--- src/hw/ahb_pkg.sv ---
// AHB-Lite transfer type and size encodings.
// Used by the bus slave to decode address phases.

package ahb_pkg;

    // HTRANS encoding.
    typedef enum logic [1:0] {
        IDLE   = 2'b00,
        BUSY   = 2'b01,
        NONSEQ = 2'b10,
        SEQ    = 2'b11
    } htrans_e;

    // HSIZE encoding, only the sizes up to one word.
    typedef enum logic [2:0] {
        BYTE = 3'b000,
        HALF = 3'b001,
        WORD = 3'b010
    } hsize_e;

endpackage

--- src/hw/eic_pkg.sv ---
// Register map and sense-mode encoding of the external interrupt controller.
// Imported by the core, the signal detector and the AHB-Lite wrapper.

package eic_pkg;

    // Two sense bits per channel must fit in one 32-bit register.
    localparam int EIC_MAX_CHANNELS = 16;

    // Word address width of the register map.
    localparam int EIC_ADDR_WIDTH = 3;

    // Register word addresses.
    typedef enum logic [EIC_ADDR_WIDTH-1:0] {
        // Control, bit 0 is the global enable.
        REG_EICR     = 3'd0,
        // Channel mask, 1 enables the channel.
        REG_EIMSK    = 3'd1,
        // Pending flags, read only.
        REG_EIFR     = 3'd2,
        // Write 1s to set edge pending bits.
        REG_EIFR_SET = 3'd3,
        // Write 1s to clear edge pending bits.
        REG_EIFR_CLR = 3'd4,
        // Two sense bits per channel.
        REG_EISENS   = 3'd5
    } eic_reg_e;

    // Per-channel sense mode.
    typedef enum logic [1:0] {
        // Pending follows the line.
        SENSE_LEVEL = 2'd0,
        // Low to high transition.
        SENSE_RISE  = 2'd1,
        // High to low transition.
        SENSE_FALL  = 2'd2,
        // Any transition.
        SENSE_BOTH  = 2'd3
    } eic_sense_e;

endpackage

--- src/hw/ahb_lite_eic.sv ---
// AHB-Lite slave and top level of the external interrupt controller.
// Zero wait states, word accesses only; reads return data in the data
// phase and writes take HWDATA during the data phase.

`timescale 1ns/1ps

module ahb_lite_eic
    import ahb_pkg::*;
    import eic_pkg::*;
#(
    parameter int EIC_CHANNELS = 8
) (
    input  logic                    HCLK,
    input  logic                    HRESETn,
    input  logic [31:0]             HADDR,
    input  htrans_e                 HTRANS,
    input  logic                    HSEL,
    input  hsize_e                  HSIZE,
    input  logic                    HWRITE,
    input  logic [31:0]             HWDATA,
    output logic [31:0]             HRDATA,
    output logic                    HREADY,
    output logic                    HRESP,
    input  logic [EIC_CHANNELS-1:0] signal,
    output logic [17:1]             EIC_Offset,
    output logic [3:0]              EIC_ShadowSet,
    output logic [7:0]              EIC_Interrupt,
    output logic [5:0]              EIC_Vector,
    output logic                    EIC_Present
);

    logic        xfer_active;
    logic        xfer_write;
    eic_reg_e    read_addr;
    logic [31:0] read_data;
    eic_reg_e    write_addr;
    logic        write_enable;

    assign HREADY = 1'b1;
    assign HRESP  = 1'b0;

    assign xfer_active = HSEL && (HTRANS != IDLE);
    assign xfer_write  = xfer_active && HWRITE;

    // Address phase word address goes straight to the read mux.
    assign read_addr = eic_reg_e'(HADDR[EIC_ADDR_WIDTH+1:2]);

    always_ff @(posedge HCLK) begin
        if (!HRESETn) begin
            write_enable <= 1'b0;
            HRDATA       <= '0;
        end else begin
            write_enable <= xfer_write;
            if (xfer_active && !HWRITE) begin
                HRDATA <= read_data;
            end
        end
    end

    // Held for the data phase of a write.
    always_ff @(posedge HCLK) begin
        if (xfer_write) begin
            write_addr <= read_addr;
        end
    end

    eic_core #(
        .EIC_CHANNELS (EIC_CHANNELS)
    ) i_core (
        .clk           (HCLK),
        .rst_n         (HRESETn),
        .signal        (signal),
        .read_addr     (read_addr),
        .read_data     (read_data),
        .write_addr    (write_addr),
        .write_data    (HWDATA),
        .write_enable  (write_enable),
        .EIC_Offset    (EIC_Offset),
        .EIC_ShadowSet (EIC_ShadowSet),
        .EIC_Interrupt (EIC_Interrupt),
        .EIC_Vector    (EIC_Vector),
        .EIC_Present   (EIC_Present)
    );

    a_word_access: assert property (@(posedge HCLK) disable iff (!HRESETn)
        xfer_active |-> HSIZE == WORD)
        else $error("non-word AHB access, HSIZE %0d", HSIZE);

endmodule

--- src/hw/eic_core.sv ---
// Register file and pending logic of the external interrupt controller.
// Takes decoded word reads and writes from the bus wrapper, qualifies the
// interrupt lines through the signal detector and registers the winning
// channel onto the MIPS EIC interface.

`timescale 1ns/1ps

module eic_core
    import eic_pkg::*;
#(
    parameter int EIC_CHANNELS = 8
) (
    input  logic                    clk,
    input  logic                    rst_n,
    input  logic [EIC_CHANNELS-1:0] signal,
    input  eic_reg_e                read_addr,
    output logic [31:0]             read_data,
    input  eic_reg_e                write_addr,
    input  logic [31:0]             write_data,
    input  logic                    write_enable,
    output logic [17:1]             EIC_Offset,
    output logic [3:0]              EIC_ShadowSet,
    output logic [7:0]              EIC_Interrupt,
    output logic [5:0]              EIC_Vector,
    output logic                    EIC_Present
);

    if (EIC_CHANNELS < 1 || EIC_CHANNELS > EIC_MAX_CHANNELS) begin : g_bad_channels
        $error("EIC_CHANNELS must be in 1..%0d", EIC_MAX_CHANNELS);
    end

    // Software visible state.
    logic                      enable;
    logic [EIC_CHANNELS-1:0]   mask;
    logic [2*EIC_CHANNELS-1:0] sense;
    logic [EIC_CHANNELS-1:0]   pending;

    logic [EIC_CHANNELS-1:0]   level;
    logic [EIC_CHANNELS-1:0]   events;
    logic [EIC_CHANNELS-1:0]   set_bits;
    logic [EIC_CHANNELS-1:0]   clr_bits;
    logic [EIC_CHANNELS-1:0]   request;
    logic                      active;
    logic [5:0]                channel;

    eic_signal_detect #(
        .EIC_CHANNELS (EIC_CHANNELS)
    ) i_detect (
        .clk    (clk),
        .rst_n  (rst_n),
        .signal (signal),
        .sense  (sense),
        .level  (level),
        .events (events)
    );

    // Software set and clear strobes for the pending flags.
    assign set_bits = (write_enable && write_addr == REG_EIFR_SET) ?
                      write_data[EIC_CHANNELS-1:0] : '0;
    assign clr_bits = (write_enable && write_addr == REG_EIFR_CLR) ?
                      write_data[EIC_CHANNELS-1:0] : '0;

    always_ff @(posedge clk) begin
        if (!rst_n) begin
            enable <= 1'b0;
            mask   <= '0;
            sense  <= '0;
        end else if (write_enable) begin
            case (write_addr)
                REG_EICR:   enable <= write_data[0];
                REG_EIMSK:  mask   <= write_data[EIC_CHANNELS-1:0];
                REG_EISENS: sense  <= write_data[2*EIC_CHANNELS-1:0];
                default:    ;
            endcase
        end
    end

    // Level channels mirror the line, edge channels latch until cleared.
    // A set in the same cycle as a clear keeps the bit.
    always_ff @(posedge clk) begin
        if (!rst_n) begin
            pending <= '0;
        end else begin
            for (int i = 0; i < EIC_CHANNELS; i++) begin
                if (eic_sense_e'(sense[2*i +: 2]) == SENSE_LEVEL) begin
                    pending[i] <= level[i];
                end else begin
                    pending[i] <= events[i] | set_bits[i] | (pending[i] & ~clr_bits[i]);
                end
            end
        end
    end

    always_comb begin
        case (read_addr)
            REG_EICR:   read_data = {31'b0, enable};
            REG_EIMSK:  read_data = 32'(mask);
            REG_EIFR:   read_data = 32'(pending);
            REG_EISENS: read_data = 32'(sense);
            default:    read_data = '0;
        endcase
    end

    assign request = pending & mask & {EIC_CHANNELS{enable}};

    eic_priority #(
        .EIC_CHANNELS (EIC_CHANNELS)
    ) i_priority (
        .request (request),
        .active  (active),
        .channel (channel)
    );

    // Interrupt number is one based, zero means no request.
    always_ff @(posedge clk) begin
        if (!rst_n) begin
            EIC_Interrupt <= '0;
            EIC_Vector    <= '0;
        end else begin
            EIC_Interrupt <= active ? {2'b00, channel} + 8'd1 : 8'd0;
            EIC_Vector    <= active ? channel : 6'd0;
        end
    end

    // No shadow sets and no vector offset.
    assign EIC_Offset    = '0;
    assign EIC_ShadowSet = '0;
    assign EIC_Present   = 1'b1;

    a_irq_was_unmasked: assert property (@(posedge clk) disable iff (!rst_n)
        (EIC_Interrupt != 8'd0) |-> (($past(mask) >> (EIC_Interrupt - 8'd1)) & 1'b1) != 0)
        else $error("EIC_Interrupt %0d names a masked channel", EIC_Interrupt);

endmodule

--- src/hw/eic_priority.sv ---
// Fixed-order priority encoder for the interrupt controller.
// The highest-numbered asserted request wins; the result is combinational
// and gets registered by the core.

`timescale 1ns/1ps

module eic_priority #(
    parameter int EIC_CHANNELS = 8
) (
    input  logic [EIC_CHANNELS-1:0] request,
    output logic                    active,
    output logic [5:0]              channel
);

    // Scan upwards so that the last hit is the highest channel.
    always_comb begin
        active  = 1'b0;
        channel = '0;
        for (int i = 0; i < EIC_CHANNELS; i++) begin
            if (request[i]) begin
                active  = 1'b1;
                channel = 6'(i);
            end
        end
    end

    // The index handed to the core must be the highest live request.
    a_channel_requested: assert final (active ? (request >> channel) == 1
                                              : request == '0)
        else $error("priority picked channel %0d for requests %b", channel, request);

endmodule

--- src/hw/eic_signal_detect.sv ---
// Synchronizes the external interrupt lines to the clock and turns them into
// a level vector and single-cycle event pulses according to each channel's
// sense mode. Both outputs lag the input pins by three clock edges.

`timescale 1ns/1ps

module eic_signal_detect
    import eic_pkg::*;
#(
    parameter int EIC_CHANNELS = 8
) (
    input  logic                      clk,
    input  logic                      rst_n,
    input  logic [EIC_CHANNELS-1:0]   signal,
    input  logic [2*EIC_CHANNELS-1:0] sense,
    output logic [EIC_CHANNELS-1:0]   level,
    output logic [EIC_CHANNELS-1:0]   events
);

    // Two-stage synchronizer.
    logic [EIC_CHANNELS-1:0] sync_a;
    logic [EIC_CHANNELS-1:0] sync_b;

    // Transitions between the synchronized value and the history stage.
    logic [EIC_CHANNELS-1:0] rise;
    logic [EIC_CHANNELS-1:0] fall;

    // The level register doubles as the history stage.
    assign rise = sync_b & ~level;
    assign fall = ~sync_b & level;

    always_ff @(posedge clk) begin
        if (!rst_n) begin
            sync_a <= '0;
            sync_b <= '0;
            level  <= '0;
            events <= '0;
        end else begin
            sync_a <= signal;
            sync_b <= sync_a;
            level  <= sync_b;
            for (int i = 0; i < EIC_CHANNELS; i++) begin
                case (eic_sense_e'(sense[2*i +: 2]))
                    SENSE_RISE: begin
                        events[i] <= rise[i];
                    end
                    SENSE_FALL: begin
                        events[i] <= fall[i];
                    end
                    SENSE_BOTH: begin
                        events[i] <= rise[i] | fall[i];
                    end
                    // Level channels never pulse.
                    default: begin
                        events[i] <= 1'b0;
                    end
                endcase
            end
        end
    end

endmodule

--- config.mk ---
export PLATFORM = sky130hd
export DESIGN_NAME = ahb_lite_eic
export DESIGN_NICKNAME = d
export VERILOG_FILES = /design/src/hw/ahb_pkg.sv /design/src/hw/eic_pkg.sv /design/src/hw/ahb_lite_eic.sv /design/src/hw/eic_core.sv /design/src/hw/eic_priority.sv /design/src/hw/eic_signal_detect.sv
export SDC_FILE = /design/constraint.sdc
export NUM_CORES = 1
export LEC_CHECK = 0
export BUFFER_PORTS_ARGS = -buffer_cell sky130_fd_sc_hd__buf_2
export CELL_PAD_IN_SITES_DETAIL_PLACEMENT = 1
export CELL_PAD_IN_SITES_GLOBAL_PLACEMENT = 1
export CORE_MARGIN = 4
export CORE_UTILIZATION = 30
export CTS_BUF_LIST = sky130_fd_sc_hd__clkbuf_4
export DETAILED_ROUTE_END_ITERATION = 8
export GPL_TIMING_DRIVEN = 1
export PLACE_DENSITY = 0.75
export SYNTH_ARGS = -nofsm -noshare
export SYNTH_HDL_FRONTEND = slang
export SYNTH_SLANG_ARGS = --single-unit
--- constraint.sdc ---
create_clock -name HCLK -period 1.45 [get_ports HCLK]
set_input_delay 0.0725 -clock HCLK [delete_from_list [all_inputs] [get_ports HCLK]]
set_output_delay 0.0725 -clock HCLK [all_outputs]
set_load 0.005 [all_outputs]
==> results of run 1 <==
[layout make-up]
| type | instances | share of cell area (%) |
|---|---|---|
| timing repair buffer | 124 | 17.43 |
| tap | 176 | 4.052 |
| inverter | 27 | 1.865 |
| clock buffer | 12 | 1.657 |
| multi-input combinational | 337 | 39.76 |
| sequential | 92 | 34.53 |
| clock inverter | 3 | 0.7136 |
[critical path, delay by kind of cell, from the launching register on]
family                 cells  cell delay (ps)
buffers and inverters      3              480
and+or+nand+nor            2              270
DFF                        1              530
AOI/OAI and AO/OA          1              140
[metal layers]
metal / wire length [um] / vias up
li1: - / 1721
met1: 4809 / 1703
met2: 5990 / 110
met3: 602 / 16
met4: 142 / 0
met5: 0 / -
[where the power goes]
part | total (mW) | switching [mW] | internal [mW]
Sequential | 2.62 | 0.0337 | 2.58
Clock | 1.37 | 0.806 | 0.569
Combinational | 0.435 | 0.234 | 0.201
Total | 4.43 | 1.07 | 3.35
[what timing repair did]
action,4_1_cts,5_1_grt
setup buffers,0,8
hold buffers,34,0
resized for setup,3,67
pin swaps,1,38
endpoints found under the setup margin,9,34
hold endpoints to repair,48,0
cloned,0,1
[how the worst min path moves through the flow]
stage,from,end,slack (ps),depth (start not counted)
3_5_place_dp,signal[4],i_core.i_detect.sync_a[4]$_SDFF_PN0_,290,2
3_3_place_gp,signal[7],i_core.i_detect.sync_a[7]$_SDFF_PN0_,280,2
6_report,HSEL,write_addr[1]$_DFFE_PP_,180,3
4_1_cts,HSEL,write_addr[1]$_DFFE_PP_,150,3
2_1_floorplan,HADDR[2],write_addr[0]$_DFFE_PP_,170,0
5_1_grt,HSEL,write_addr[1]$_DFFE_PP_,200,3
[Yosys cell counts (all sizes together), types with 9 or more instances]
cell type	n
nand2	90
nand3	10
buf	54
and2	17
inv	27
a21oi	42
clkbuf	13
ha	17
dfxtp	89
nor2	41
a2bb2oi	9
[through the flow]
step | cell area [um2] | TNS, ps | total power [mW]
2_1_floorplan | 4364 | 0 | 2.940
3_3_place_gp | 4608 | -806.4 | 2.970
3_5_place_dp | 4608 | -1155 | 2.986
4_1_cts | 5099 | 0 | 4.431
5_1_grt | 5435 | -1146 | 4.637
6_report | 5435 | -144.9 | 4.428
[state kept, by name, indices dropped and copies added (netlist names), 8 cells and up]
name                    flops
HRDATA                     16
i_core.sense               16
i_core.i_detect.events      8
i_core.i_detect.level       8
i_core.i_detect.sync_a      8
i_core.i_detect.sync_b      8
i_core.mask                 8
i_core.pending              8
[cells by family (layout without fill, tap and decap cells)]
logic type / Yosys count / after routing / synth area share (%)
AND/OR/NAND/NOR: 172 / 172 / 18.70
buffers and inverters: 94 / 166 / 13.36
AO/OA/AOI/OAI: 92 / 92 / 15.96
flip-flops: 92 / 92 / 44.62
adder cells (fa/ha/maj): 17 / 17 / 5.070
multiplexers: 8 / 8 / 1.909
other: 2 / 47 / 0.1790
XOR/XNOR: 1 / 1 / 0.2088
==> impl_metrics.py, run 1 <==
metrics = {
    "outcome": {
        "run_status": "finished, violations left",
        "violated_checks": "negative setup slack",
    },
    "floorplan": {
        "placement_rows": 42,
        "die_boundary_height_um": 126.3,
        "design.portCount": 151,
        "floorplan.die_area_um2": 15940,
        "initial_core_util_pct": 31.18,
        "fp.dieW_um": 126.3,
        "core_area_um2": 13450,
    },
    "layout": {
        "final_util_pct": 40.40,
        "fin_nets": 689,
        "fillerInstances": 1628,
        "multi_input_area_um2": 2161,
        "post_layout_nonfiller_instances": 771,
        "area_growth_from_synthesis_to_layout_pct": 29.56,
        "final_common_cell": "sky130_fd_sc_hd__dfxtp_1",
        "mostFrequentLayoutCells": "85 x sky130_fd_sc_hd__dfxtp_1, 64 x sky130_fd_sc_hd__nand2_1, 55 x sky130_fd_sc_hd__buf_2, 47 x sky130_fd_sc_hd__conb_1, 40 x sky130_fd_sc_hd__nor2_1",
        "num_antenna_cells": 0,
        "final_layout_size_suffix_gt1_share_pct": 28.57,
        "seqCellArea_um2": 1877,
    },
    "yosys": {
        "synth_enable_flop_cells": 3,
        "most_frequently_used_flop_master_after_synthesis": "sky130_fd_sc_hd__dfxtp_1",
        "netlist.top_cell.by_area": "sky130_fd_sc_hd__dfxtp_1",
        "mappedNetlistArea_um2": 4195,
        "synth_top_cells_by_area": "sky130_fd_sc_hd__dfxtp_1 42%, sky130_fd_sc_hd__buf_4 8.4%, sky130_fd_sc_hd__nand2_1 8.0%, sky130_fd_sc_hd__ha_1 5.1%, sky130_fd_sc_hd__a21oi_1 5.0%",
        "ys_async_sr_fraction_pct": 0,
        "postSynthCellCount": 478,
        "seq_area_frac_synth_pct": 44.62,
        "synth_top_cell_area_share_pct": 42.47,
        "yosys_register_bits": 92,
        "synth_area_per_cell_um2": 8.777,
        "yosysUniqueCellTypes": 49,
        "yosys_warnings": 0,
    },
    "drt": {
        "wl_per_cell_um": 14.97,
        "vias_per_cell": 4.604,
        "dr.pass1.iters": 4,
        "dr.first_iter.drc_count": 114,
        "routed_wirelength_um": 11550,
        "vias": 3550,
        "antenna_left": 0,
        "drc_errors": 0,
    },
    "critical_path": {
        "worst-endpoint-arrival_ps": 1870,
        "reg2reg_depth": 6,
        "timing.critical_path.required_ps": 1840,
        "cpMaxStageDelayCell": "sky130_fd_sc_hd__edfxtp_1",
        "critical_path_launch_point": "write_addr[1]$_DFFE_PP_",
        "crit_fanout": 6,
        "critPathMostFrequentCell": "sky130_fd_sc_hd__buf_12",
        "setup.worst_path.end": "i_core.sense[13]$_SDFFE_PN0P_",
        "startpoint_type": "register",
        "timing.critical_path.cells": "buf_6 -> nor3b_4 -> buf_12 -> buf_12 -> nand2_4 -> a21oi_2",
        "reg2reg_setup_slack_ps": -40,
        "r2r_startpoint": "write_addr[1]$_DFFE_PP_",
        "worst_setup_end_kind": "register",
        "reg2reg_to": "i_core.sense[13]$_SDFFE_PN0P_",
        "crit_type": "reg -> reg",
        "critical_path.max_stage_delay_ps": 530,
    },
    "timing": {
        "clock_skew_ps": 14.84,
        "finalHoldWorstSlack_ps": 178.3,
        "finalCritPeriodShare_pct": 102.5,
        "hold_viol_final": 0,
        "grt_setup_unrepaired": "yes",
        "setup-violations-final": 11,
        "post-route-worst-setup-slack_ps": -35.99,
        "achievable-frequency_mhz": 673.0,
        "minimum_clock_period_ps": 1486,
        "slew_viol_final": 0,
    },
    "placement": {
        "place_worst_setup_slack_ps": -157.3,
        "dp_hpwl_um": 8268,
        "placedCellCount": 713,
        "port_buffers": 55,
        "finalWeightedCongestion": 0.8751,
    },
    "grt": {
        "grt_antenna_before_repair": 0,
        "grt.met3_usage_pct": 4.107,
        "globalRoute.busiestLayer": "met2",
        "grt_use_total_pct": 14.23,
        "grt.met2_usage_pct": 25.70,
        "grt_overflow_total": 0,
        "grt_max_degree": 18,
        "first_pass_grt_wire_length_um": 18290,
        "grt_util_met1_pct": 16.46,
        "grt_pass1_vias": 3706,
    },
    "flow_run": {
        "drv_cap": 0,
    },
    "clock_network": {
        "clkTransAtPathRegs_ps": 130,
        "number_of_sinks_on_the_clock_net": 92,
        "cts_root_buf": "sky130_fd_sc_hd__clkbuf_4",
        "numCtsBuffers": 9,
        "cts_tree": "yes",
        "cts_htree_levels": 3,
        "clock_tree.buffer_depth": 2,
        "clkLatencyLatePin_ps": 450,
    },
    "pwr": {
        "power.density_nw_per_um2": 814.7,
        "p_leak_nw": 2.191,
        "vdd_drop_max_v": 0.0003300,
    },
    "hold_path": {
        "min_path_type": "in -> reg",
    },
}
No activity file was read; power rests on OpenSTA's default activity.
==> run 2, diff against run 1 <==
==> constraint.sdc (replaced) <==
create_clock -name HCLK -period 1.5 [get_ports HCLK]
set_input_delay 0.075 -clock HCLK [delete_from_list [all_inputs] [get_ports HCLK]]
set_output_delay 0.075 -clock HCLK [all_outputs]
set_load 0.005 [all_outputs]
==> run 2 against run 1 <==
Net effect:
- largest cell class unchanged
- cell area fell by 6.7%
- die area stayed put
- power decreased by 3.8%
- critical path type unchanged
- combinational power shrank 15%
- setup slack improved by 71 ps
- the flow now finishes without violations
- highest routed layer unchanged
- global-route usage fell by 0.26 points
- non-clock buffer count shrank 18
==> impl_metrics.py, run 2 (synthesis gave the netlist of run 1 again) <==
metrics = {
    "floorplan": {
        "initial_core_util_pct": 31.18,
        "placement_rows": 42,
        "design.portCount": 151,
        "floorplan.die_area_um2": 15940,
        "die_boundary_height_um": 126.3,
        "fp.dieW_um": 126.3,
        "core_area_um2": 13450,
    },
    "clock_network": {
        "clkLatencyLatePin_ps": 470,
        "number_of_sinks_on_the_clock_net": 92,
        "cts_root_buf": "sky130_fd_sc_hd__clkbuf_4",
        "numCtsBuffers": 9,
        "clock_tree.buffer_depth": 2,
        "clkTransAtPathRegs_ps": 140,
        "cts_tree": "yes",
        "cts_htree_levels": 3,
    },
    "layout": {
        "final_design_area_no_fill_um2": 5074,
        "final_common_cell": "sky130_fd_sc_hd__dfxtp_1",
        "seqCellArea_um2": 1873,
        "mostFrequentLayoutCells": "88 x sky130_fd_sc_hd__dfxtp_1, 76 x sky130_fd_sc_hd__nand2_1, 55 x sky130_fd_sc_hd__buf_2, 47 x sky130_fd_sc_hd__conb_1, 42 x sky130_fd_sc_hd__a21oi_1",
        "fin_nets": 671,
        "post_layout_nonfiller_instances": 755,
        "multi_input_area_um2": 2016,
        "final_layout_size_suffix_gt1_share_pct": 22.15,
        "area_growth_from_synthesis_to_layout_pct": 20.94,
        "layout_top_registers": "HRDATA: 16 flops, i_core.sense: 16 flops",
        "fillerInstances": 1633,
    },
    "timing": {
        "finalCritPeriodShare_pct": 97.66,
        "setup-violations-final": 0,
        "achievable-frequency_mhz": 682.6,
        "minimum_clock_period_ps": 1465,
        "post-route-worst-setup-slack_ps": 35.11,
        "clock_skew_ps": 12.86,
        "slew_viol_final": 0,
        "hold_viol_final": 0,
        "worst-slew-pin-transition_ps": 669.6,
        "grt_setup_unrepaired": "yes",
        "max-slew-margin-rel_pct": 55.19,
    },
    "critical_path": {
        "worst-endpoint-arrival_ps": 1830,
        "startpoint_type": "register",
        "cpMaxStageDelayCell": "sky130_fd_sc_hd__edfxtp_1",
        "worst_setup_end_kind": "register",
        "reg2reg_depth": 4,
        "crit_fanout": 8,
        "crit_type": "reg -> reg",
        "critical_path.max_stage_delay_ps": 520,
        "timing.critical_path.required_ps": 1860,
        "timing.critical_path.cells": "nand2_4 -> or3_1 -> nand2_1 -> a21oi_1",
    },
    "drt": {
        "routed_wirelength_um": 11140,
        "dr.first_iter.drc_count": 152,
        "wl_per_cell_um": 14.75,
        "dr.pass1.iters": 4,
        "vias_per_cell": 4.579,
        "antenna_left": 0,
        "vias": 3457,
        "drc_errors": 0,
    },
    "pwr": {
        "total_power_mw": 4.258,
        "power.density_nw_per_um2": 839.2,
        "p_leak_nw": 2.002,
        "vdd_drop_max_v": 0.0003423,
    },
    "placement": {
        "placedCellCount": 706,
        "dpl-instance-area_um2": 4543,
        "dp_hpwl_um": 8106,
        "port_buffers": 55,
        "finalWeightedCongestion": 0.8088,
        "place_worst_setup_slack_ps": -79.88,
    },
    "grt": {
        "grt_overflow_total": 0,
        "grt_antenna_before_repair": 1,
        "grt_max_degree": 30,
        "grt_use_total_pct": 13.98,
        "grt_pass1_vias": 3499,
        "first_pass_grt_wire_length_um": 17770,
    },
    "hold_path": {
        "min_path_type": "in -> reg",
        "min_path_cells": 3,
    },
    "flow_run": {
        "drv_cap": 0,
    },
    "outcome": {
        "run_status": "completed",
    },
}
## run 2: cell types whose count changed in the layout (fill, tap and decap cells not counted), moves of 4 or more
cell                            before  now
sky130_fd_sc_hd__a21oi_1            29   42
sky130_fd_sc_hd__a21oi_2            13    0
sky130_fd_sc_hd__buf_4              26   22
sky130_fd_sc_hd__buf_6               5    0
sky130_fd_sc_hd__dlygate4sd3_1      34   29
sky130_fd_sc_hd__nand2_1            64   76
sky130_fd_sc_hd__nand2_4            10    1
## run 2: power breakdown
part	switching (mW)	leakage, nW	internal, mW
Sequential	0.0357	0.750	2.50
Combinational	0.205	1.18	0.164
Clock	0.844	0.0712	0.511
## run 2: final cells by class
cell class              instances  area share (%)
diodes                          1         0.04932
flip-flops and latches         92           36.92
multi-input cells             337           39.73
clock inverters                 6           1.085
well taps                     176           4.340
inverters                      27           1.998
clock buffers                  10           1.480
repair buffers                106           14.40
## run 2: repair_timing
item                       in CTS  in global routing
gates resized for setup         2                 21
setup buffers                   0                  3
setup endpoints to repair       8                 21
pin swaps                       0                  5
hold endpoints to repair       45                  0
cloned                          0                  0
hold buffers                   29                  0
## run 2: metal layers
layer,up-vias,track usage (%),wire length [um]
li1,1694,-,-
met1,1641,17.00,4733
met2,104,23.85,5540
met3,18,3.472,630
met4,0,5.237,233
met5,-,0,0
## run 2: worst max-delay path: cells and delay by family, from the launching register on
kind / cells / cell delay (ps)
AOI/OAI and AO/OA: 1 / 70
DFF: 1 / 520
and+or+nand+nor: 3 / 770
## run 2: path summary, 6_finish.rpt
path | to | from | slack, ps
max | i_core.mask[2]$_SDFFE_PN0P_ | write_addr[0]$_DFFE_PP_ | 40
min | i_core.i_detect.sync_b[4]$_SDFF_PN0_ | HRESETn | 120
max reg2reg | i_core.mask[2]$_SDFFE_PN0P_ | write_addr[0]$_DFFE_PP_ | 40
min reg2reg | i_core.i_detect.sync_b[7]$_SDFF_PN0_ | i_core.i_detect.sync_a[7]$_SDFF_PN0_ | 450
## run 2: per-stage QoR
stage / setup TNS (ps) / util [%] / hold WS [ps]
3_5_place_dp: -520.4 / 33.77 / 287.2
4_1_cts: 0 / 37.01 / 103.6
3_3_place_gp: 0 / 33.77 / 285.4
6_report: 0 / 37.71 / 119.2
5_1_grt: -225.5 / 37.71 / 108.6
2_1_floorplan: 0 / - / 173.9
==> run 3, diff against run 2 <==
--- a/config.mk
+++ b/config.mk
@@ -14,6 +14,7 @@
 export DETAILED_ROUTE_END_ITERATION = 8
 export GPL_TIMING_DRIVEN = 1
 export PLACE_DENSITY = 0.75
+export RECOVER_POWER = 100
 export SYNTH_ARGS = -nofsm -noshare
 export SYNTH_HDL_FRONTEND = slang
 export SYNTH_SLANG_ARGS = --single-unit
==> run 3 against run 2 <==
Net effect:
- flip-flop and latch count stayed put
- clock power hardly changed
- final cell count stayed put
- count of clock-buffer cells in the layout stayed put
- sequential share of layout area is 0.18 points higher
- highest routed layer unchanged
- critical path type unchanged
==> impl_metrics.py, run 3 (synthesis gave the netlist of run 1 again) <==
metrics = {
    "timing": {
        "slew_viol_final": 0,
        "grt_setup_unrepaired": "yes",
        "setup-violations-final": 0,
        "worst-slew-pin-transition_ps": 660.6,
        "post_route_setup_tns_ps": 0,
        "clock_skew_ps": 13.40,
        "finalCritPeriodShare_pct": 98.61,
        "finalHoldWorstSlack_ps": 122.3,
        "achievable-frequency_mhz": 676.1,
        "minimum_clock_period_ps": 1479,
        "hold_viol_final": 0,
        "max-slew-margin-rel_pct": 55.80,
    },
    "pwr": {
        "switching_share_pct": 25.35,
        "net-switching-power_mw": 1.077,
        "vdd_drop_max_v": 0.0003424,
        "power.density_nw_per_um2": 841.4,
        "p_leak_nw": 1.945,
        "internal-power_mw": 3.171,
        "share_clk_of_total_power_pct": 31.7,
        "power.sequential.fraction_pct": 59.7,
        "power.combinational.fraction_pct": 8.6,
    },
    "floorplan": {
        "initial_core_util_pct": 31.18,
        "floorplan.die_area_um2": 15940,
        "fp.dieW_um": 126.3,
        "die_boundary_height_um": 126.3,
        "core_area_um2": 13450,
        "design.portCount": 151,
        "placement_rows": 42,
    },
    "clock_network": {
        "clock_tree.buffer_depth": 2,
        "cts_root_buf": "sky130_fd_sc_hd__clkbuf_4",
        "clkTransAtPathRegs_ps": 140,
        "cts_tree": "yes",
        "cts_htree_levels": 3,
        "number_of_sinks_on_the_clock_net": 92,
        "numCtsBuffers": 9,
        "clkLatencyLatePin_ps": 470,
    },
    "layout": {
        "final_layout_size_suffix_gt1_share_pct": 19.72,
        "area_growth_from_synthesis_to_layout_pct": 20.34,
        "post_layout_nonfiller_instances": 755,
        "layout_top_registers": "HRDATA: 16 flops, i_core.sense: 16 flops",
        "mostFrequentLayoutCells": "88 x sky130_fd_sc_hd__dfxtp_1, 76 x sky130_fd_sc_hd__nand2_1, 47 x sky130_fd_sc_hd__conb_1, 44 x sky130_fd_sc_hd__buf_2, 42 x sky130_fd_sc_hd__a21oi_1",
        "fin_nets": 671,
        "final_common_cell": "sky130_fd_sc_hd__dfxtp_1",
    },
    "critical_path": {
        "r2r_startpoint": "write_addr[2]$_DFFE_PP_",
        "setup.worst_path.end": "i_core.mask[2]$_SDFFE_PN0P_",
        "reg2reg_setup_slack_ps": 20,
        "crit_fanout": 8,
        "timing.critical_path.required_ps": 1860,
        "critical_path_launch_point": "write_addr[2]$_DFFE_PP_",
        "crit_type": "reg -> reg",
        "reg2reg_to": "i_core.mask[2]$_SDFFE_PN0P_",
        "worst_setup_end_kind": "register",
        "startpoint_type": "register",
        "worst-endpoint-arrival_ps": 1840,
        "reg2reg_depth": 3,
    },
    "flow_run": {
        "drv_cap": 0,
    },
    "grt": {
        "grt_pass1_vias": 3499,
        "grt_overflow_total": 0,
        "grt_max_degree": 30,
        "grt_antenna_before_repair": 1,
        "grt_use_total_pct": 13.98,
        "first_pass_grt_wire_length_um": 17770,
    },
    "drt": {
        "dr.pass1.iters": 4,
        "vias_per_cell": 4.619,
        "dr.first_iter.drc_count": 160,
        "antenna_left": 0,
        "wl_per_cell_um": 14.74,
        "drc_errors": 0,
        "vias": 3487,
        "routed_wirelength_um": 11130,
    },
    "placement": {
        "dp_hpwl_um": 8106,
        "finalWeightedCongestion": 0.8088,
        "port_buffers": 55,
        "placedCellCount": 706,
    },
    "outcome": {
        "run_status": "completed",
    },
    "hold_path": {
        "min_path_type": "in -> reg",
    },
}
[run 3: worst max-delay path, stage by stage (launching register included)]
cell and delay [ps]:
sky130_fd_sc_hd__edfxtp_1 560, sky130_fd_sc_hd__or3_1 600, sky130_fd_sc_hd__nand2_1 150, sky130_fd_sc_hd__a21oi_1 70
[run 3: power by group through the flow]
stage | clock (mW) | sequential [mW] | combinational [mW]
2_1_floorplan | 0 | 2.57 | 0.269
3_5_place_dp | 0 | 2.59 | 0.288
5_1_grt | 1.51 | 2.54 | 0.409
6_report | 1.35 | 2.54 | 0.366
4_1_cts | 1.41 | 2.53 | 0.350
3_3_place_gp | 0 | 2.58 | 0.278
[run 3: per-layer routing]
layer	up-vias	wire (um)	track usage, %
li1	1695	-	-
met3	18	584	3.472
met5	-	0	0
met4	0	231	5.237
met1	1678	4741	17.00
met2	96	5571	23.85
[run 3: what timing repair did]
action,CTS,global route
gates resized for setup,2,21
hold buffers,29,0
endpoints found under the hold margin,45,0
setup endpoints to repair,8,21
setup buffers,0,3
pin swaps,0,5
[run 3: worst min path at each step]
| stage | startpoint | cells past startpoint | slack [ps] | endpoint |
|---|---|---|---|---|
| floorplan | HADDR[2] | 0 | 170 | write_addr[0]$_DFFE_PP_ |
| global placement | signal[7] | 2 | 290 | i_core.i_detect.sync_a[7]$_SDFF_PN0_ |
| detailed placement | signal[7] | 2 | 290 | i_core.i_detect.sync_a[7]$_SDFF_PN0_ |
| CTS | HRESETn | 3 | 100 | i_core.i_detect.sync_b[5]$_SDFF_PN0_ |
| global route | HRESETn | 3 | 110 | i_core.i_detect.sync_b[1]$_SDFF_PN0_ |
| finish | HRESETn | 3 | 120 | i_core.i_detect.sync_b[4]$_SDFF_PN0_ |
[run 3: stage by stage]
| step | area, um2 | util, % | setup slack (ps) | total power [mW] |
|---|---|---|---|---|
| after floorplan | 4364 | - | 172.8 | 2.842 |
| after global placement | 4543 | 33.77 | 1.792 | 2.860 |
| after detailed placement | 4543 | 33.77 | -79.88 | 2.874 |
| after CTS | 4979 | 37.01 | 15.35 | 4.296 |
| after global routing | 5049 | 37.53 | -46.89 | 4.459 |
| final | 5049 | 37.53 | 20.89 | 4.248 |
[run 3: layout make-up]
| type | instances | area [um2] |
|---|---|---|
| well taps | 176 | 220.2 |
| diodes | 1 | 2.502 |
| clock buffers | 10 | 75.07 |
| repair buffers | 106 | 705.7 |
| flip-flops and latches | 92 | 1873 |
| clock inverters | 6 | 55.05 |
| multi-input cells | 337 | 2016 |
| inverters | 27 | 101.3 |
| fillers | 1641 | 8404 |
